<file path="src/common/sdram_timing_pkg.sv">
package sdram_timing_pkg;

  // All delays are in cycles of a 100 MHz clk

  // Power-up wait, kept short for simulation
  // A real part needs this near 100 us
  localparam int init_wait_cycles = 200;

  // Precharge, refresh and activate periods
  localparam int t_rp_cycles = 2;
  localparam int t_rfc_cycles = 8;
  localparam int t_rcd_cycles = 2;
  localparam int t_mrd_cycles = 2;
  // Write recovery followed by the auto precharge
  localparam int t_wr_rp_cycles = 4;

  localparam int cas_latency = 2;

  // 7.5 us between auto refreshes
  localparam int refresh_interval = 750;
  localparam int delay_count_width = 8;
  localparam int refresh_count_width = 10;
endpackage

</file>
<file path="src/common/sdram_cmd_pkg.sv">
package sdram_cmd_pkg;

  // Commands, decoded into the strobes by the pin driver
  typedef enum logic [2:0] {
    cmd_nop,
    cmd_active,
    cmd_read,
    cmd_write,
    cmd_precharge_all,
    cmd_auto_refresh,
    cmd_load_mode
  } sdram_cmd_e;

  typedef enum logic [2:0] {
    st_init,
    st_idle,
    st_wait,
    st_write,
    st_read,
    st_read_wait
  } seq_state_e;

  // Address is bank, row, column from the top down
  localparam int addr_width = 25;
  localparam int row_width = 13;
  localparam int col_width = 10;
  localparam int bank_width = 2;
  localparam int data_width = 16;

  localparam int burst_words = 2;
  localparam int rd_data_width = burst_words * data_width;

  // Single write, standard mode, CL 2, sequential, burst of 2
  localparam logic [row_width-1:0] mode_word = {3'b000, 1'b1, 2'b00, 3'd2, 1'b0, 3'b001};
endpackage

</file>
<file path="src/common/sdram_cmd_if.sv">
interface sdram_cmd_if import sdram_cmd_pkg::*; ();

  // Next command for the pins, one cycle ahead of the pin register
  sdram_cmd_e cmd;
  logic [bank_width-1:0] ba;
  logic [row_width-1:0] a;
  logic [1:0] dqm;
  logic [data_width-1:0] wdata;
  logic cke;

  modport sequencer (
    output cmd, ba, a, dqm, wdata, cke
  );

  modport pins (
    input cmd, ba, a, dqm, wdata, cke
  );

  // Read capture only needs to spot READ
  modport monitor (input cmd);
endinterface

</file>
<file path="src/sdram/sdram_read_capture.sv">
module sdram_read_capture
  import sdram_timing_pkg::*;
  import sdram_cmd_pkg::*;
(
  input  logic clk,
  input  logic reset,
  input  logic [data_width-1:0] sdram_dq,
  sdram_cmd_if.monitor cmd_if,
  output logic [rd_data_width-1:0] rd_data,
  output logic rd_done
);

  // Cycles since READ left the sequencer, zero when idle
  // Phase 1 is READ on the pins, data follows cas_latency later
  logic [2:0] phase;
  logic beat;
  logic [rd_data_width-1:0] shift_q;

  always_ff @(posedge clk) begin
    if (reset) begin
      phase <= '0;
    end else if (cmd_if.cmd == cmd_read) begin
      phase <= 3'd1;
    end else if (rd_done) begin
      phase <= '0;
    end else if (phase != '0) begin
      phase <= phase + 1'b1;
    end
  end

  // A data word is on the bus during these phases
  assign beat = (phase > 3'(cas_latency)) && (phase <= 3'(cas_latency + burst_words));
  assign rd_done = (phase == 3'(cas_latency + burst_words));

  // Shift in from the top so the first word lands low
  always_ff @(posedge clk) begin
    if (beat) begin
      shift_q <= {sdram_dq, shift_q[rd_data_width-1:data_width]};
    end
    // Result holds until the next burst completes
    if (rd_done) begin
      rd_data <= {sdram_dq, shift_q[rd_data_width-1:data_width]};
    end
  end
endmodule

</file>
<file path="src/flat_wrapper.sv">
// flat-port wrapper written by rule: the top's interface ports become plain ports
module sdram_read_capture_flat import sdram_timing_pkg::*; import sdram_cmd_pkg::*;
  (clk, reset, sdram_dq, rd_data, rd_done, cmd_if_cmd);
  sdram_cmd_if cmd_if_i ();
  input  logic clk;
  input  logic reset;
  input  logic [data_width-1:0] sdram_dq;
  output logic [rd_data_width-1:0] rd_data;
  output logic rd_done;
  input wire logic [$bits(cmd_if_i.cmd)-1:0] cmd_if_cmd;
  assign cmd_if_i.cmd = cmd_if_cmd;
  sdram_read_capture u_core (.clk(clk), .reset(reset), .sdram_dq(sdram_dq), .cmd_if(cmd_if_i), .rd_data(rd_data), .rd_done(rd_done));
endmodule
</file>
<file path="config.mk">
export PLATFORM = sky130hd
export DESIGN_NAME = sdram_read_capture_flat
export DESIGN_NICKNAME = d
export VERILOG_FILES = /design/src/common/sdram_timing_pkg.sv /design/src/common/sdram_cmd_pkg.sv /design/src/common/sdram_cmd_if.sv /design/src/sdram/sdram_read_capture.sv /design/src/flat_wrapper.sv
export SDC_FILE = /design/constraint.sdc
export NUM_CORES = 1
export LEC_CHECK = 0
export ABC_AREA = 1
export BUFFER_PORTS_ARGS = -buffer_cell sky130_fd_sc_hd__buf_2
export CAP_MARGIN = 10
export CORE_ASPECT_RATIO = 0.7
export CORE_MARGIN = 1
export CORE_UTILIZATION = 30
export DETAILED_ROUTE_END_ITERATION = 16
export PLACE_DENSITY = 0.58
export SLEW_MARGIN = 20
export SYNTH_ARGS = -nofsm -noshare
export SYNTH_HDL_FRONTEND = slang
export SYNTH_SLANG_ARGS = --single-unit
export TNS_END_PERCENT = 100
</file>
<file path="constraint.sdc">
create_clock -name clk -period 2.3 [get_ports clk]
set_input_delay 0.23 -clock clk [delete_from_list [all_inputs] [get_ports clk]]
set_output_delay 0.23 -clock clk [all_outputs]
set_load 0.02 [all_outputs]
</file>
# Word level (Yosys, flattened, before mapping)
# Index checks and enable logic that the tools add are counted.
[totals] register_bits=67 in_bits=21 output_inout_bits=33
[op_classes] addsub=1 magnitude_cmp=2 eq_ne=2 mux=3 n_reduce_logical=4
[ops] operator="$reduce_bool A3 Y1" n=2
[ops] operator="$add A3 B1 Y3 const B" n=1
[ops] operator="$eq A3 B2 Y1 const B" n=1
[ops] operator="$eq A3 B3 Y1 const B" n=1
[ops] operator="$gt A3 B2 Y1 const B" n=1
[ops] operator="$le A3 B3 Y1 const B" n=1
[ops] operator="$mux W1" n=3
[ops] operator="$reduce_or A3 Y1" n=1
[ops] operator="$logic_and A1 B1 Y1" n=1

# Logic depth before layout (Yosys ltp)
# Gate-level depths: netlist of the first run.
[logic_depth] depth_word=4 mapped_depth=7 mapped_depth_nobuf=7

# Worst setup path after synthesis of the first run
# OpenSTA, ideal clock, no wires.
[synth_timing] path_type="register to register" start="register u_core.phase[0]" end="register u_core.rd_data[0], enable pin" arrival_time_ns=1.401 slack_ns=0.507 stages_incl_launch_ff=5 cell_sequence="dfxtp_1 -> inv_1 -> ha_1 -> nand2_1 -> inv_1"
[synth_between] elab_chain_len=1
[synth_lines] element="from (decl)" line="sdram_read_capture.sv:15" source="logic [2:0] phase;"
[synth_lines] element="from (signal assigned)" line="sdram_read_capture.sv:27" source="phase <= phase + 1'b1;"
[synth_lines] element="$eq A3 B3 Y1" line="sdram_read_capture.sv:33" source="assign rd_done = (phase == 3'(cas_latency + burst_words));"
[synth_lines] element="named net rd_done" line="flat_wrapper.sv:9" source="output logic rd_done;"
[synth_lines] element="to (signal assigned)" line="sdram_read_capture.sv:42" source="rd_data <= {sdram_dq, shift_q[rd_data_width-1:data_width]};"
[synth_lines] element="to (decl)" line="sdram_read_capture.sv:9" source="output logic [rd_data_width-1:0] rd_data,"
# The timed path passes the listed nets, and every way through them passes these cells.
# A chain may end at the register's enable or synchronous reset.

# Worst setup path in the final report of the first run
[layout_timing] start="register u_core.phase[0]" end="output rd_done"
[layout_between] elab_chain_len=1
[layout_lines] element="$eq A3 B3 Y1" line="sdram_read_capture.sv:33"
[layout_lines] element="to (decl)" line="flat_wrapper.sv:9"
# No other way between the ends.

==> flow_metrics.tcl, run 1 <==
set metrics [dict create \
    post-route-drc-count 0 \
    core-area_um2 5230 \
    initial_utilization 0.312 \
    rows 22 \
    rsz0062_at_grt "no" \
    grt_pass1_wl_um 3770 \
    mappedNetlistArea_um2 1630 \
    syn_nets 101 \
    h-tree-depth 2 \
    die_y_um 63.8 \
    cts.sinks 51 \
    maxSlewHeadroom 0.531 \
    port_buffers 53 \
    clockBufferDepth 2 \
    setup-violations-final 0 \
    setup_slack_ns 0.422 \
    final.setup.tns_ns 0 \
    min_path_type "in -> reg" \
    p_leak_uw 0.000833 \
    required_ns 2.07 \
    cts_tree "built" \
    wl_um 2530 \
    cts_setup_buffers 0 \
    overflow 0 \
    grt_util_all_layers 0.0941 \
    die_area_um2 5750 \
    worst_pin_slew_ns 0.701 \
    ir_drop_mv 0.282 \
    drtIter0Drc 23 \
    drv_slew 0 \
    status "complete, no violations" \
    layout_common_cells "buf_2, edfxtp_1, inv_1" \
    final_cells 213 \
    crit_path_start_kind "flip-flop" \
    finish.utilization 0.404 \
    ios 54 \
    power_frac_seq 0.589 \
    grt_max_degree 17 \
    combPwrFrac 0.108 \
    swShare 0.217 \
    syn_to_final_growth_pct 29.4 \
    syn_avg_cell_area_um2 20.9 \
    clk_pin_slew_ns 0.08 \
    hold_violations 0 \
    layout_commonest_cell "buf_2" \
    max_freq_mhz 533 \
    clock_skew_ns 0.00551 \
    antenna_left 0 \
    p_sw_uw 414 \
    crit_type "reg -> out" \
    n_fill_cell 509 \
    drtPass1Iterations 3 \
    vias 832 \
    drive_gt1_frac 0.440 \
    seq_area_frac_synth 0.919 \
    synth_seq_cells 51 \
    grt_antenna_before_repair 0 \
    n_antenna_cell 0 \
    dieWidth_um 90.2 \
    worstPathArrival_ns 1.65 \
    place_inst 206 \
    grt_pass1_vias 829 \
    fin_crit_sh 0.816 \
    routabilityCongestion 0.674 \
    synth_cell_types 9 \
    vias_per_cell 3.91 \
    power_frac_clock 0.303 \
    pre_cts_ws_ns 0.569 \
    dp_hpwl_um 1840 \
    cts_resized 0 \
    worstSkewPairLatency_ns 0.30 \
    wire_per_inst_um 11.9 \
    max_cap_violations 0 \
    critPathMaxFanout 14 \
    nets 164 \
    yosys_warnings 0 \
    cts-root-buf "clkbuf_8" \
    cellInternalPower_uw 1490 \
    layout_min_cycle_time_ns 1.88 \
    power.density_nw_per_um2 901 \
    hold_buffers 0 \
    syn_inst 78 \
    endpoint_kind "primary output" \
    cts_buffers 5 \
]
==> synth_stat cells <==
master    instances  area share
edfxtp_1         48        0.88
nand2_1           6       0.014
ha_1              2       0.015
dfxtp_1           3       0.037
nand3_1           4       0.012
o21bai_1          1      0.0046
inv_1             9       0.021
nor2_1            4      0.0092
xnor2_1           1      0.0054
==> final timing paths <==
check,start,end,slack (ns),cells past startpoint
setup reg to reg,u_core.phase[0]$_SDFFE_PP0P_,u_core.rd_data[22]$_DFFE_PP_,0.59,5
hold / removal,sdram_dq[12],u_core.rd_data[28]$_DFFE_PP_,0.12,1
setup / recovery,u_core.phase[0]$_SDFFE_PP0P_,rd_done,0.42,5
hold reg to reg,u_core.shift_q[23]$_DFFE_PP_,u_core.rd_data[7]$_DFFE_PP_,0.42,0
==> final cells by class <==
type	instances	area, um2	area share
sequential	51	1500	0.710
timing repair buffer	56	288	0.136
clock buffer	6	72.6	0.0343
inverter	9	33.8	0.0160
multi-input combinational	18	98.8	0.0467
tap	72	90.1	0.0426
clock inverter	1	30.0	0.0142
==> routing by layer <==
metal	track usage	vias up	wire length, um
li1	-	405	-
met1	0.107	381	1120
met2	0.144	39	1130
met3	0.0405	7	200
met4	0.0665	0	68
met5	0	-	0
==> worst max-delay path, cell delays in order (launching register included) <==
cell     delay (ns)
dfxtp_1        0.34
inv_1          0.08
ha_1           0.21
nand2_1        0.09
inv_1          0.37
buf_2          0.26
==> sequential cells by signal (all words and copies together) (netlist names) <==
register	cells
u_core.rd_data	32
u_core.shift_q	16
u_core.phase	3
==> through the flow <==
stage          hold slack, ns  total power, uW  cell area, um2
6_report                0.120             1900            2110
5_1_grt                 0.105             1990            2110
4_1_cts                 0.112             1930            2110
3_5_place_dp            0.405             1350            2010
3_3_place_gp            0.403             1330            2010
2_1_floorplan           0.329             1280            1630
==> logic make-up after synthesis <==
kind of cell,count (synthesis),synth area share
buffers and inverters,9,0.0207
DFF,51,0.919
adders and majority gates,2,0.0153
AOI/OAI and AO/OA,1,0.00460
xor gates and xnor gates,1,0.00536
and+or+nand+nor,14,0.0352
==> power groups by stage <==
stage,Sequential [uW],Combinational (uW),Clock [uW]
2_1_floorplan,1150,130,0
6_report,1120,206,577
4_1_cts,1120,210,597
3_5_place_dp,1140,210,0
5_1_grt,1130,229,633
3_3_place_gp,1140,193,0
No activity file was read; power rests on OpenSTA's default activity.
==> run 2: changes to the inputs <==
clock period = 1.9 ns   (was 2.3 ns; I/O delays follow)
==> run 2 against run 1 <==
Against the previous run: clock skew hardly changed; critical path depth is 1 higher; sequential power is 21% higher; sequential cell count stayed put; die area stayed put; final cell count is 0.94% higher; clock power is 27% higher; total power is 24% higher; non-clock buffer count is 1 higher; critical endpoint unchanged; highest routed layer unchanged.
==> flow_metrics.tcl, run 2 (synthesized netlist as in run 1, its figures left out) <==
set metrics [dict create \
    layout_common_cells "buf_2, edfxtp_1, inv_1" \
    crit_chain "inv_1 -> ha_1 -> nand2_1 -> inv_1 -> buf_6 -> buf_2" \
    syn_to_final_growth_pct 30.6 \
    cts_tree "built" \
    cts.sinks 51 \
    drtIter0Drc 46 \
    vias_per_cell 3.97 \
    clk_pin_slew_ns 0.09 \
    worstPathArrival_ns 1.58 \
    die_y_um 63.8 \
    overflow 0 \
    cp_slowest_stage_delay_ns 0.35 \
    nets 165 \
    cts-root-buf "clkbuf_8" \
    max_cap_violations 0 \
    final_cells 215 \
    core-area_um2 5230 \
    worstSkewPairLatency_ns 0.30 \
    clockBufferDepth 2 \
    cts_resized 0 \
    power.density_nw_per_um2 1100 \
    cpLargestDelayFamily "buffers and inverters" \
    top_regs "u_core.rd_data x32, u_core.shift_q x16, u_core.phase x3" \
    hold_buffers 0 \
    regMostFlops "u_core.rd_data" \
    hold_ws_ns 0.0724 \
    grt_max_degree 21 \
    crit_type "reg -> out" \
    endpoint_kind "primary output" \
    grt_util_all_layers 0.0967 \
    dp_hpwl_um 1870 \
    layout_commonest_cell "buf_2" \
    rows 22 \
    ios 54 \
    hold_violations 0 \
    largest_register_ffs 32 \
    port_buffers 53 \
    grt_pass1_wl_um 4020 \
    pre_cts_ws_ns 0.397 \
    ir_drop_mv 0.415 \
    cp_num_buf_inv 4 \
    place_inst 207 \
    cp_common_cell "inv_1" \
    initial_utilization 0.312 \
    setup-violations-final 0 \
    wl_um 2610 \
    cts_buffers 5 \
    dieWidth_um 90.2 \
    vias 853 \
    critPathMaxFanout 20 \
    die_area_um2 5750 \
    max_freq_mhz 565 \
    antenna_left 0 \
    layout_min_cycle_time_ns 1.77 \
    routabilityCongestion 0.683 \
    grt_pass1_vias 842 \
    grt_antenna_before_repair 0 \
    h-tree-depth 2 \
    p_leak_uw 0.000844 \
    drive_gt1_frac 0.448 \
    setup_slack_ns 0.130 \
    crit_path_start_kind "flip-flop" \
    final.setup.tns_ns 0 \
    fin_crit_sh 0.932 \
    cts_setup_buffers 0 \
    rsz0062_at_grt "no" \
    crit_path_top_delay_cell "dfxtp_1" \
    post-route-drc-count 0 \
    n_antenna_cell 0 \
    maxSlewHeadroom 0.877 \
    status "complete, no violations" \
    clock_skew_ns 0.00586 \
    drtPass1Iterations 4 \
    worst_pin_slew_ns 0.185 \
    drv_slew 0 \
    min_path_type "in -> reg" \
    finish.utilization 0.408 \
    required_ns 1.71 \
    wire_per_inst_um 12.1 \
]
run 2: cell types whose count changed in the layout (fill, tap and decap cells not counted):
cell      previous run  this run
buf_6                0         1
clkbuf_1             1         0
clkinv_1             0         1
inv_6                0         1
run 2: area by class of cell:
class | count | area (um2)
Clock buffer | 5 | 68.8
Clock inverter | 3 | 42.5
Inverter | 9 | 33.8
Multi-Input combinational cell | 18 | 98.8
Timing Repair Buffer | 57 | 299
Sequential cell | 51 | 1500
Fill cell | 484 | 3100
Tap cell | 72 | 90.1
run 2: final timing paths:
check,start,end,slack [ns],cells past startpoint
worst max register to register,u_core.phase[0]$_SDFFE_PP0P_,u_core.rd_data[24]$_DFFE_PP_,0.50,5
worst min register to register,u_core.shift_q[23]$_DFFE_PP_,u_core.rd_data[7]$_DFFE_PP_,0.42,0
worst max-delay path,u_core.phase[0]$_SDFFE_PP0P_,rd_done,0.13,6
worst min-delay path,sdram_dq[12],u_core.rd_data[28]$_DFFE_PP_,0.07,1
run 2: metal layers:
layer	global-route usage	share of wire
met5	0	0
met4	0.0504	0.015
met3	0.0369	0.062
met2	0.151	0.47
met1	0.118	0.46
run 2: power breakdown:
| part | leakage (uW) | internal (uW) | total (uW) | switching [uW] |
|---|---|---|---|---|
| Combinational | 0.000331 | 103 | 268 | 165 |
| Clock | 0.0000562 | 393 | 735 | 342 |
| Sequential | 0.000457 | 1330 | 1360 | 29.6 |
run 2: through the flow:
step	cell area, um2	power [uW]
floorplan	1630	1550
global placement	2020	1620
detailed placement	2020	1650
CTS	2130	2380
global route	2130	2470
finish	2130	2360
