--- config.mk ---
export PLATFORM = sky130hd
export DESIGN_NAME = sdram_sequencer_flat
export DESIGN_NICKNAME = d
export VERILOG_FILES = /design/src/common/sdram_timing_pkg.sv /design/src/common/sdram_cmd_pkg.sv /design/src/common/sdram_cmd_if.sv /design/src/sdram/sdram_sequencer.sv /design/src/flat_wrapper.sv
export SDC_FILE = /design/constraint.sdc
export NUM_CORES = 1
export LEC_CHECK = 0
export BUFFER_PORTS_ARGS = -buffer_cell sky130_fd_sc_hd__buf_4
export CAP_MARGIN = 20
export CORE_ASPECT_RATIO = 0.5
export CORE_MARGIN = 2
export CORE_UTILIZATION = 40
export DETAILED_ROUTE_END_ITERATION = 10
export PLACE_DENSITY = 0.67
export SLEW_MARGIN = 20
export SYNTH_ARGS = -nofsm -noshare
export SYNTH_HDL_FRONTEND = slang
export SYNTH_SLANG_ARGS = --single-unit
--- constraint.sdc ---
create_clock -name clk -period 6.3 [get_ports clk]
set_clock_uncertainty 0.1 [all_clocks]
set_input_delay 0 -clock clk [delete_from_list [all_inputs] [get_ports clk]]
set_output_delay 0 -clock clk [all_outputs]
set_load 0.05 [all_outputs]
--- src/common/sdram_timing_pkg.sv ---
package sdram_timing_pkg;

  // All delays are in cycles of a 100 MHz clk

  // Power-up wait, kept short for simulation
  // A real part needs this near 100 us
  localparam int init_wait_cycles = 200;

  // Precharge, refresh and activate periods
  localparam int t_rp_cycles = 2;
  localparam int t_rfc_cycles = 8;
  localparam int t_rcd_cycles = 2;
  localparam int t_mrd_cycles = 2;
  // Write recovery followed by the auto precharge
  localparam int t_wr_rp_cycles = 4;

  localparam int cas_latency = 2;

  // 7.5 us between auto refreshes
  localparam int refresh_interval = 750;
  localparam int delay_count_width = 8;
  localparam int refresh_count_width = 10;
endpackage

--- src/common/sdram_cmd_pkg.sv ---
package sdram_cmd_pkg;

  // Commands, decoded into the strobes by the pin driver
  typedef enum logic [2:0] {
    cmd_nop,
    cmd_active,
    cmd_read,
    cmd_write,
    cmd_precharge_all,
    cmd_auto_refresh,
    cmd_load_mode
  } sdram_cmd_e;

  typedef enum logic [2:0] {
    st_init,
    st_idle,
    st_wait,
    st_write,
    st_read,
    st_read_wait
  } seq_state_e;

  // Address is bank, row, column from the top down
  localparam int addr_width = 25;
  localparam int row_width = 13;
  localparam int col_width = 10;
  localparam int bank_width = 2;
  localparam int data_width = 16;

  localparam int burst_words = 2;
  localparam int rd_data_width = burst_words * data_width;

  // Single write, standard mode, CL 2, sequential, burst of 2
  localparam logic [row_width-1:0] mode_word = {3'b000, 1'b1, 2'b00, 3'd2, 1'b0, 3'b001};
endpackage

--- src/common/sdram_cmd_if.sv ---
interface sdram_cmd_if import sdram_cmd_pkg::*; ();

  // Next command for the pins, one cycle ahead of the pin register
  sdram_cmd_e cmd;
  logic [bank_width-1:0] ba;
  logic [row_width-1:0] a;
  logic [1:0] dqm;
  logic [data_width-1:0] wdata;
  logic cke;

  modport sequencer (
    output cmd, ba, a, dqm, wdata, cke
  );

  modport pins (
    input cmd, ba, a, dqm, wdata, cke
  );

  // Read capture only needs to spot READ
  modport monitor (input cmd);
endinterface

--- src/sdram/sdram_sequencer.sv ---
module sdram_sequencer
  import sdram_timing_pkg::*;
  import sdram_cmd_pkg::*;
(
  input  logic clk,
  input  logic reset,
  input  logic [addr_width-1:0] addr,
  input  logic [data_width-1:0] wr_data,
  input  logic [1:0] byte_en,
  input  logic wr_req,
  input  logic rd_req,
  input  logic rd_done,
  output logic init_complete,
  output logic available,
  output logic ready,
  sdram_cmd_if.sequencer cmd_if
);

  seq_state_e state;
  // Where st_wait goes once the delay runs out
  seq_state_e wait_next;
  logic ready_on_exit;
  logic [delay_count_width-1:0] delay_cnt;
  logic [2:0] init_step;
  logic [refresh_count_width-1:0] refresh_cnt;
  logic refresh_due;
  // Latched request
  logic [col_width-1:0] col_q;
  logic [data_width-1:0] data_q;
  logic [1:0] be_q;

  // Column with A10 set for auto precharge
  logic [row_width-1:0] col_addr;

  function automatic logic [delay_count_width-1:0] dly(input int n);
    return delay_count_width'(n);
  endfunction

  assign refresh_due = refresh_cnt >= refresh_count_width'(refresh_interval);
  assign available = (state == st_idle) && !refresh_due;
  assign col_addr = {{(row_width - col_width - 1){1'b0}}, 1'b1, col_q};

  always_ff @(posedge clk) begin
    if (reset) begin
      state <= st_init;
      wait_next <= st_idle;
      ready_on_exit <= 1'b0;
      delay_cnt <= dly(init_wait_cycles - 1);
      init_step <= '0;
      refresh_cnt <= '0;
      ready <= 1'b0;
      init_complete <= 1'b0;
      cmd_if.cmd <= cmd_nop;
      cmd_if.cke <= 1'b0;
    end else begin
      // NOP unless a state below issues something
      cmd_if.cmd <= cmd_nop;
      ready <= 1'b0;
      if (state != st_init) begin
        refresh_cnt <= refresh_cnt + 1'b1;
      end

      case (state)
        ////////////////////////////////////////
        // Power-up
        st_init: begin
          if (delay_cnt != '0) begin
            delay_cnt <= delay_cnt - 1'b1;
          end else begin
            init_step <= init_step + 1'b1;
            case (init_step)
              3'd0: begin
                cmd_if.cke <= 1'b1;
                delay_cnt <= dly(init_wait_cycles - 1);
              end
              3'd1: begin
                // A10 high selects all banks
                cmd_if.cmd <= cmd_precharge_all;
                cmd_if.a <= row_width'(1 << 10);
                delay_cnt <= dly(t_rp_cycles - 1);
              end
              3'd2, 3'd3: begin
                cmd_if.cmd <= cmd_auto_refresh;
                delay_cnt <= dly(t_rfc_cycles - 1);
              end
              3'd4: begin
                cmd_if.cmd <= cmd_load_mode;
                cmd_if.ba <= '0;
                cmd_if.a <= mode_word;
                delay_cnt <= dly(t_mrd_cycles - 1);
              end
              default: begin
                init_complete <= 1'b1;
                state <= st_idle;
              end
            endcase
          end
        end

        ////////////////////////////////////////
        // Idle, refresh has priority
        st_idle: begin
          if (refresh_due) begin
            cmd_if.cmd <= cmd_auto_refresh;
            refresh_cnt <= '0;
            delay_cnt <= dly(t_rfc_cycles - 2);
            wait_next <= st_idle;
            ready_on_exit <= 1'b0;
            state <= st_wait;
          end else if (wr_req || rd_req) begin
            // Open the row, write wins over read
            cmd_if.cmd <= cmd_active;
            cmd_if.ba <= addr[addr_width-1 -: bank_width];
            cmd_if.a <= addr[col_width +: row_width];
            col_q <= addr[col_width-1:0];
            data_q <= wr_data;
            be_q <= byte_en;
            delay_cnt <= dly(t_rcd_cycles - 2);
            wait_next <= wr_req ? st_write : st_read;
            ready_on_exit <= 1'b0;
            state <= st_wait;
          end
        end

        st_wait: begin
          if (delay_cnt != '0) begin
            delay_cnt <= delay_cnt - 1'b1;
          end else begin
            state <= wait_next;
            ready <= ready_on_exit;
          end
        end

        ////////////////////////////////////////
        // Column commands, bank still set from ACTIVE
        st_write: begin
          cmd_if.cmd <= cmd_write;
          cmd_if.a <= col_addr;
          cmd_if.dqm <= ~be_q;
          cmd_if.wdata <= data_q;
          // Recovery and precharge before done
          delay_cnt <= dly(t_wr_rp_cycles);
          wait_next <= st_idle;
          ready_on_exit <= 1'b1;
          state <= st_wait;
        end

        st_read: begin
          cmd_if.cmd <= cmd_read;
          cmd_if.a <= col_addr;
          cmd_if.dqm <= 2'b00;
          state <= st_read_wait;
        end

        // Capture block reports the last word
        st_read_wait: begin
          if (rd_done) begin
            ready <= 1'b1;
            state <= st_idle;
          end
        end

        default: state <= st_idle;
      endcase
    end
  end
endmodule

--- src/flat_wrapper.sv ---
// flat-port wrapper written by rule: the top's interface ports become plain ports
module sdram_sequencer_flat import sdram_timing_pkg::*; import sdram_cmd_pkg::*;
  (clk, reset, addr, wr_data, byte_en, wr_req, rd_req, rd_done, init_complete, available, ready, cmd_if_cmd, cmd_if_ba, cmd_if_a, cmd_if_dqm, cmd_if_wdata, cmd_if_cke);
  sdram_cmd_if cmd_if_i ();
  input  logic clk;
  input  logic reset;
  input  logic [addr_width-1:0] addr;
  input  logic [data_width-1:0] wr_data;
  input  logic [1:0] byte_en;
  input  logic wr_req;
  input  logic rd_req;
  input  logic rd_done;
  output logic init_complete;
  output logic available;
  output logic ready;
  output wire logic [$bits(cmd_if_i.cmd)-1:0] cmd_if_cmd;
  output wire logic [$bits(cmd_if_i.ba)-1:0] cmd_if_ba;
  output wire logic [$bits(cmd_if_i.a)-1:0] cmd_if_a;
  output wire logic [$bits(cmd_if_i.dqm)-1:0] cmd_if_dqm;
  output wire logic [$bits(cmd_if_i.wdata)-1:0] cmd_if_wdata;
  output wire logic [$bits(cmd_if_i.cke)-1:0] cmd_if_cke;
  assign cmd_if_cmd = cmd_if_i.cmd;
  assign cmd_if_ba = cmd_if_i.ba;
  assign cmd_if_a = cmd_if_i.a;
  assign cmd_if_dqm = cmd_if_i.dqm;
  assign cmd_if_wdata = cmd_if_i.wdata;
  assign cmd_if_cke = cmd_if_i.cke;
  sdram_sequencer u_core (.clk(clk), .reset(reset), .addr(addr), .wr_data(wr_data), .byte_en(byte_en), .wr_req(wr_req), .rd_req(rd_req), .rd_done(rd_done), .init_complete(init_complete), .available(available), .ready(ready), .cmd_if(cmd_if_i));
endmodule
Word-level counts from Yosys, hierarchy flattened. Index checks and enable logic that the tools add are counted. W data, S select, Z words.

Bits of input ports: 48. Output and inout bits: 40. Register bits: 95. Word-level logic and storage cells: 115.

Add/subtract/negate cells: 3. Order comparisons: 1. Equality and inequality tests: 20. Multiplexer cells: 42. Bitwise gates (word level): 5. Reductions and logical operators: 27.

Operators by type and width (number): $mux W13 (3); $pmux W13 S3 (1); $mux W3 (11); $mux W8 (4); $pmux W8 S4 (1); $mux W10 (3); $pmux W13 S2 (1); $pmux W8 S3 (1); $pmux W3 S6 (1); $ne A2 B2 Y1 const B (7); $eq A3 B2 Y1 const B (4); $pmux W3 S4 (1); $reduce_and A6 Y1 (2); $add A10 B1 Y10 const B (1); $ge A10 B10 Y1 const B (1); $eq A3 B3 Y1 const B (3); $pmux W3 S3 (1); $mux W2 (4); $pmux W2 S2 (2); $reduce_and A2 Y1 (4); $reduce_and A4 Y1 (2); $reduce_bool A8 Y1 (1); $sub A8 B1 Y8 const B (1); $eq A3 B1 Y1 const B (2); 21 further kinds (36).

Logic depth before layout (Yosys ltp). Gate-level depths: netlist of run 1.

Depth in word-level cells: 5. Mapped depth: 8. Depth with buffers taken out: 7.

Worst setup path before layout of run 1. No wires, ideal clock.

Kind: register to register. Start point: register u_core.refresh_cnt[0]. End point: register u_core.be_q[0], enable pin. Path slack: 1845 ps. Required time: 5716 ps. Arrival: 3871 ps. Cell stages (with the launch flop): 6. Buffers on the path: 0. Library setup time: 484 ps. Period minus slack after synthesis: 4455 ps. Cell sequence: dfxtp_1 -> inv_1 -> ha_1 -> o211a_1 -> o311a_1 -> nor4_1.

Word-level cells in the longest chain between the ends: 3.

RTL lines: start: declaration (line sdram_sequencer.sv:25) `logic [refresh_count_width-1:0] refresh_cnt;`; start signal: assignment (line sdram_sequencer.sv:60) `refresh_cnt <= refresh_cnt + 1'b1;`; $ge A10 B10 Y1 (line sdram_sequencer.sv:39) `assign refresh_due = refresh_cnt >= refresh_count_width'(refresh_interval);`; $not A1 Y1 (no line); $reduce_and A4 Y1 (no line); end signal: assignment (line sdram_sequencer.sv:117) `be_q <= byte_en;`; end: declaration (line sdram_sequencer.sv:30) `logic [1:0] be_q;`.

No other way between the ends. A chain may end at the register's enable or synchronous reset.

Final worst setup path of run 1.
Start point: register u_core.refresh_cnt[0]. End point: register u_core.cmd_if.a[5], enable pin.

Word-level cells in the longest chain between the ends: 3.

RTL lines: $ge A10 B10 Y1 (line sdram_sequencer.sv:39); $ne A2 B2 Y1 (no line); $reduce_and A6 Y1 (no line); end signal: assignment (line sdram_sequencer.sv:79) `cmd_if.a <= row_width'(1 << 10);`; end signal: assignment (line sdram_sequencer.sv:89) `cmd_if.a <= mode_word;`; end signal: assignment (line sdram_sequencer.sv:114) `cmd_if.a <= addr[col_width +: row_width];`; end: declaration (line sdram_cmd_if.sv:12) `output cmd, ba, a, dqm, wdata, cke`.

No other way between the ends.

==> metrics, run 1 <==
status=finished clean; Post-Synth Simple-Gate Area=0.1477; Final Critical Period=2.814 ns; Final Util=0.5782; final wirelength=roughly 9800 um; critical path type=reg -> reg; yosys warns=0; dpl hpwl=between 6000 and 7000 um; Max Fclk=between 300 and 400 MHz; Mapped Area=3990 sq um; Design Area, Final=5534 sq um; largest net degree at the start of global routing=29; Fin Setup TNS=0 ns; Post-Syn Nets=382; Relative slew margins=0.3264; filler cell count=approximately 800; global-route wire length before repair=about 15000 um; num ports=88; Die Ht=approximately 75 um; Congestion Overflow GR=0; die area=10840 sq um; Residual DRC=0; via count=3082; Synth Area in Compound Gates=0.1414; RSZ-0062 raised after global routing=no; post-route insts no fill=600; Layout Nets=515; Post-Synthesis Cells=327; ys flop type=edfxtp_1; DRT iter0 DRCs=315; ANT cells=0; core area=9572 sq um; main combinational cell family by area after synthesis=simple AND/OR/NAND/NOR gates; CTS buffer count=9; CP required=6.17 ns; pins over their slew limit=0; Post-Syn Area per Cell=12.20 sq um; XOR/XNOR Fraction of Synth Area=0.02634; Buffers on Ports=87; setup violators final=0; CTS tree=built; Area after DPL=4752 sq um; Leak=2.125 nW; vias per cell=5.137; Hold Crit Class=in -> reg; first drt pass iteration count=4; CTS Root Buffer Type=clkbuf_16; Die W=145.2 um; share of layout cells above drive strength 1=0.2516; Clock Pin Slew Worst Setup and Hold Paths=about 0.070 ns; worst skew pair latency=0.34 ns; adder-cell area share of the yosys netlist=0.02195; Clock Sinks=95; worst-margin pin slew=around 1 ns; asr flop ratio synth=0; WP data arrival=2.69 ns; RePlAce Congestion=0.8608; H-tree depth=3; area grow syn2layout=38.70%; Cells after DPL=between 500 and 600; Final Hold Fails=0; Final ANT Viol Nets=0; post-synthesis mux area share=0.002509; initial core utilization=0.4169; #FFs+latches synth=95; max-cap violations=0; initial antenna violation count=0; Worst Setup Start Kind=flip-flop; std cell rows=25; via count of the first global-routing pass=2998; routed len/inst=16.38 um; nature of the critical path endpoint=flip-flop; Seq/Total Area, Yosys=0.6297; Yosys cell types=59; final period utilization=0.4467; worst vdd ir=between 0.1 and 0.15 mV; largest fanout on the critical path=13; Total Routing Usage GR=0.1846; Post-synth EDFFs=61; Power Dens Cells=224.5 nW/um^2; Clock Path Buffers=2
metal layers:
layer | part of all wire | track usage
met1 | 0.45 | 0.2306
met3 | 0.044 | 0.04727
met2 | 0.49 | 0.3233
met5 | 0 | 0
met4 | 0.016 | 0.06427
state kept, by name, summed over array words and instances (netlist names), 8 cells and up:
signal,count
u_core.cmd_if.a,13
u_core.cmd_if.wdata,16
u_core.col_q,10
u_core.data_q,16
u_core.delay_cnt,8
u_core.refresh_cnt,10
placed cells by master, fill, tap and decap left out, drive strengths merged, types with 4 or more instances in the layout:
master       instances
o22ai                4
nor3                15
buf                 90
nor2b                8
nor2                40
clkbuf              10
dfxtp               34
xnor2                6
o21ai               14
a21oi               13
inv                 12
a22o                 7
dlygate4sd3         48
o211ai               4
xor2                 6
nand3                5
ha                   7
nand2               15
edfxtp              61
and2                 6
kinds of logic after synthesis:
family                     Yosys count
and+or+nand+nor                    110
DFF                                 95
AOI/OAI and AO/OA                   77
buffers and inverters               25
xor gates and xnor gates            12
adders and majority gates            7
muxes                                1
through the flow:
stage          hold slack [ns]  total power (W)  worst slack [ns]
5_1_grt                 0.2664         0.001276             3.320
3_3_place_gp           0.07830        0.0007152             3.410
3_5_place_dp           0.07932        0.0007147             3.268
4_1_cts                 0.2658         0.001250             3.251
2_1_floorplan        -0.001131        0.0006869             1.845
6_report                0.2723         0.001242             3.486
worst paths after layout:
kind / start / endpoint / slack (ns) / depth (start not counted)
max reg2reg: u_core.refresh_cnt[0]$_SDFF_PP0_ / u_core.cmd_if.a[5]$_DFFE_PP_ / 3.49 / 7
min: addr[3] / u_core.col_q[3]$_DFFE_PP_ / 0.27 / 2
max: u_core.refresh_cnt[0]$_SDFF_PP0_ / u_core.cmd_if.a[5]$_DFFE_PP_ / 3.49 / 7
min reg2reg: u_core.data_q[9]$_DFFE_PP_ / u_core.cmd_if.wdata[9]$_DFFE_PP_ / 0.32 / 0
critical path, stage by stage (launching register included):
cell and delay [ns]:
dfxtp_1 0.36, inv_1 0.08, ha_1 0.19, o211a_1 0.22, o311a_1 0.40, o21ai_0 0.20
o21ai_0 0.21, a311oi_4 0.68
timing repair:
item / in CTS / in global routing
setup buffers: 0 / 0
hold endpoints to repair: 57 / 0
gates resized for setup: 0 / 0
setup endpoints to repair: 0 / 0
hold buffers: 48 / 0
power breakdown:
group	internal [W]	switching [W]	leakage, nW	total [W]
Clock	0.000275	0.000241	0.129	0.000516
Sequential	0.000659	0.00000242	0.837	0.000661
Combinational	0.0000425	0.0000224	1.16	0.0000648
synth_stat cells (all sizes together), types with 7 or more instances:
| master | instances | area [sq um] |
|---|---|---|
| nor2b | 8 | 50.05 |
| nand2 | 15 | 56.30 |
| edfxtp | 61 | 1832 |
| a21oi | 13 | 65.06 |
| clkbuf | 9 | 33.78 |
| o21ai | 14 | 70.07 |
| nor3 | 15 | 91.34 |
| inv | 9 | 33.78 |
| nor2 | 40 | 150.1 |
| a22o | 7 | 61.31 |
| buf | 7 | 53.80 |
| dfxtp | 34 | 680.7 |
| ha | 7 | 87.58 |
area by class of cell:
class / instances / area [sq um] / area share
clock buffers: 10 / 229.0 / 0.04137
clock inverters: 6 / 53.80 / 0.009722
inverters: 9 / 33.78 / 0.006104
multi-input cells: 207 / 1380 / 0.2494
flip-flops and latches: 95 / 2512 / 0.4540
well taps: 135 / 168.9 / 0.03052
repair buffers: 138 / 1156 / 0.2089
Power figures use the tool's default switching activity.
==> run 2, diff against run 1 <==
- PLACE_DENSITY: 0.67 -> 0.69
- clock period: 6.3 -> 2.3 ns (I/O delays scaled with it)
==> run 2 against run 1 <==
  * Setup slack worse by 3.4 ns
  * Global-route usage up 0.88 points
  * Final area up 4.8%
  * Largest power group unchanged
  * Final cell count up 4.3%
  * First-iteration DRC count down 35%
  * Critical endpoint is now u_core.cmd_if.a[3]$_DFFE_PP_
  * Critical path type unchanged
==> metrics, run 2 (synthesized netlist as in run 1, its figures left out) <==
delay-heaviest family, CP=compound AO/OA/AOI/OAI gates; final period utilization=0.9760 (+0.5293); cell at the slowest stage of the critical path=dfxtp_1; DRT iter0 DRCs=204 (-35%); Worst Setup Start Kind=flip-flop; largest net degree at the start of global routing=29 (unchanged); via count=3181 (+3.2%); slowest cell delay on critical path=0.36 ns (-0.32 ns); worst vdd ir=0.3986 mV (+220%); register area=2514 sq um (about the same); std cell rows=25 (unchanged); Fin Setup TNS=0 ns (unchanged); CP required=2.26 ns (-3.91 ns); die area=10840 sq um (unchanged); critical path buffer and inverter count=1 (unchanged); CTS tree=built; most frequent cells in the layout=buf_4, edfxtp_1, dlygate4sd3_1, nor2_1, dfxtp_1; Final Critical Period=2.245 ns (-0.5693 ns); worst-path cell chain=ha_2, o211a_1, o311a_4, o21ai_0, o21ai_1, a311oi_4, buf_12; Final Power=0.003482 W (+180%); Final Hold Fails=0 (unchanged); area of the multi-input gates=1409 sq um (+2.1%); worst-margin pin slew=0.6079 ns (-0.3957 ns); CTS buffer count=9 (unchanged); max-cap violations=0 (unchanged); vias per cell=5.081 (-1.1%); core area=9572 sq um (unchanged); Clock Path Buffers=2 (unchanged); Leak=2.269 nW (+6.8%); Final ANT Viol Nets=0 (unchanged); area grow syn2layout=45.31%; Relative slew margins=0.5894 (+0.2630); via count of the first global-routing pass=3184 (+6.2%); num ports=88 (unchanged); Residual DRC=0 (unchanged); routed len/inst=16.18 um (-1.2%); critical path type=reg -> reg; Layout Nets=541 (+5.0%); Hold Crit Class=in -> reg; Die W=145.2 um (unchanged); status=finished clean; share of layout cells above drive strength 1=0.3035 (+0.05185); final hold slack=0.2710 ns (-0.001296 ns); first drt pass iteration count=6 (+2); commonest non-fill, non-tap cell in the layout=buf_4; Total Routing Usage GR=0.1934 (+0.008808); setup violators final=0 (unchanged); Max Fclk=445.5 MHz (+25%); Die Ht=74.63 um (unchanged); largest fanout on the critical path=13 (unchanged); Congestion Overflow GR=0 (unchanged); RSZ-0062 raised after global routing=no; WP data arrival=2.21 ns (-0.48 ns); filler cell count=773 (-5.0%); RePlAce Congestion=0.8886 (+3.2%); Power Dens Cells=600.6 nW/um^2 (+170%); global-route wire length before repair=16080 um (+4.9%); ANT cells=0 (unchanged); initial core utilization=0.4169 (unchanged); biggest regs=u_core.cmd_if.wdata: 16 flops, u_core.data_q: 16 flops, u_core.cmd_if.a: 13 flops; Clock Sinks=95 (unchanged); Clock Pin Slew Worst Setup and Hold Paths=0.06 ns (about the same); initial antenna violation count=0 (unchanged); CTS Root Buffer Type=clkbuf_16; dpl hpwl=6730 um (+4.4%); final wirelength=10130 um (+3.1%); nature of the critical path endpoint=flip-flop; Buffers on Ports=87 (unchanged); worst skew pair latency=0.35 ns (about the same); pins over their slew limit=0 (unchanged); H-tree depth=3 (unchanged)
[run 2: through the flow]
stage	utilization	cells	setup slack [ns]	cell area, sq um
after global placement	0.5251	563	0.07111	5026
after CTS	0.6055	626	0.03362	5796
after floorplan	-	327	-0.2351	4041
after detailed placement	0.5251	563	0.04251	5026
final	0.6058	626	0.05511	5798
after global routing	0.6058	626	0.01245	5798
[run 2: power by group]
part | total [W] | switching (W) | internal, W
logic | 0.000185 | 0.0000648 | 0.000120
clock network | 0.00149 | 0.000631 | 0.000856
registers | 0.00181 | 0.00000421 | 0.00181
[run 2: final timing paths]
path	start	end	cells after the start	slack (ns)
setup / recovery	u_core.refresh_cnt[1]$_SDFF_PP0_	u_core.cmd_if.a[3]$_DFFE_PP_	7	0.06
setup reg to reg	u_core.refresh_cnt[1]$_SDFF_PP0_	u_core.cmd_if.a[3]$_DFFE_PP_	7	0.06
hold reg to reg	u_core.data_q[0]$_DFFE_PP_	u_core.cmd_if.wdata[0]$_DFFE_PP_	0	0.32
hold / removal	wr_data[2]	u_core.data_q[2]$_DFFE_PP_	2	0.27
[run 2: area by class of cell]
class | count | share of cell area
inverters | 9 | 0.005827
multi-input cells | 207 | 0.2430
clock buffers | 11 | 0.04014
repair buffers | 164 | 0.2369
flip-flops and latches | 95 | 0.4335
well taps | 135 | 0.02913
clock inverters | 5 | 0.01144
[run 2: layer usage]
| layer | vias to the layer above | GRT usage | wire length, um |
|---|---|---|---|
| li1 | 1543 | - | - |
| met1 | 1532 | 0.2290 | 4309 |
| met2 | 89 | 0.3523 | 5124 |
| met3 | 17 | 0.05333 | 507 |
| met4 | 0 | 0.06754 | 187 |
| met5 | - | 0 | 0 |
[run 2: timing repair]
action | in CTS | in global routing
setup endpoints to repair | 0 | 13
setup buffers | 0 | 0
hold buffers | 47 | 0
endpoints found under the hold margin | 58 | 0
gates resized for setup | 0 | 1
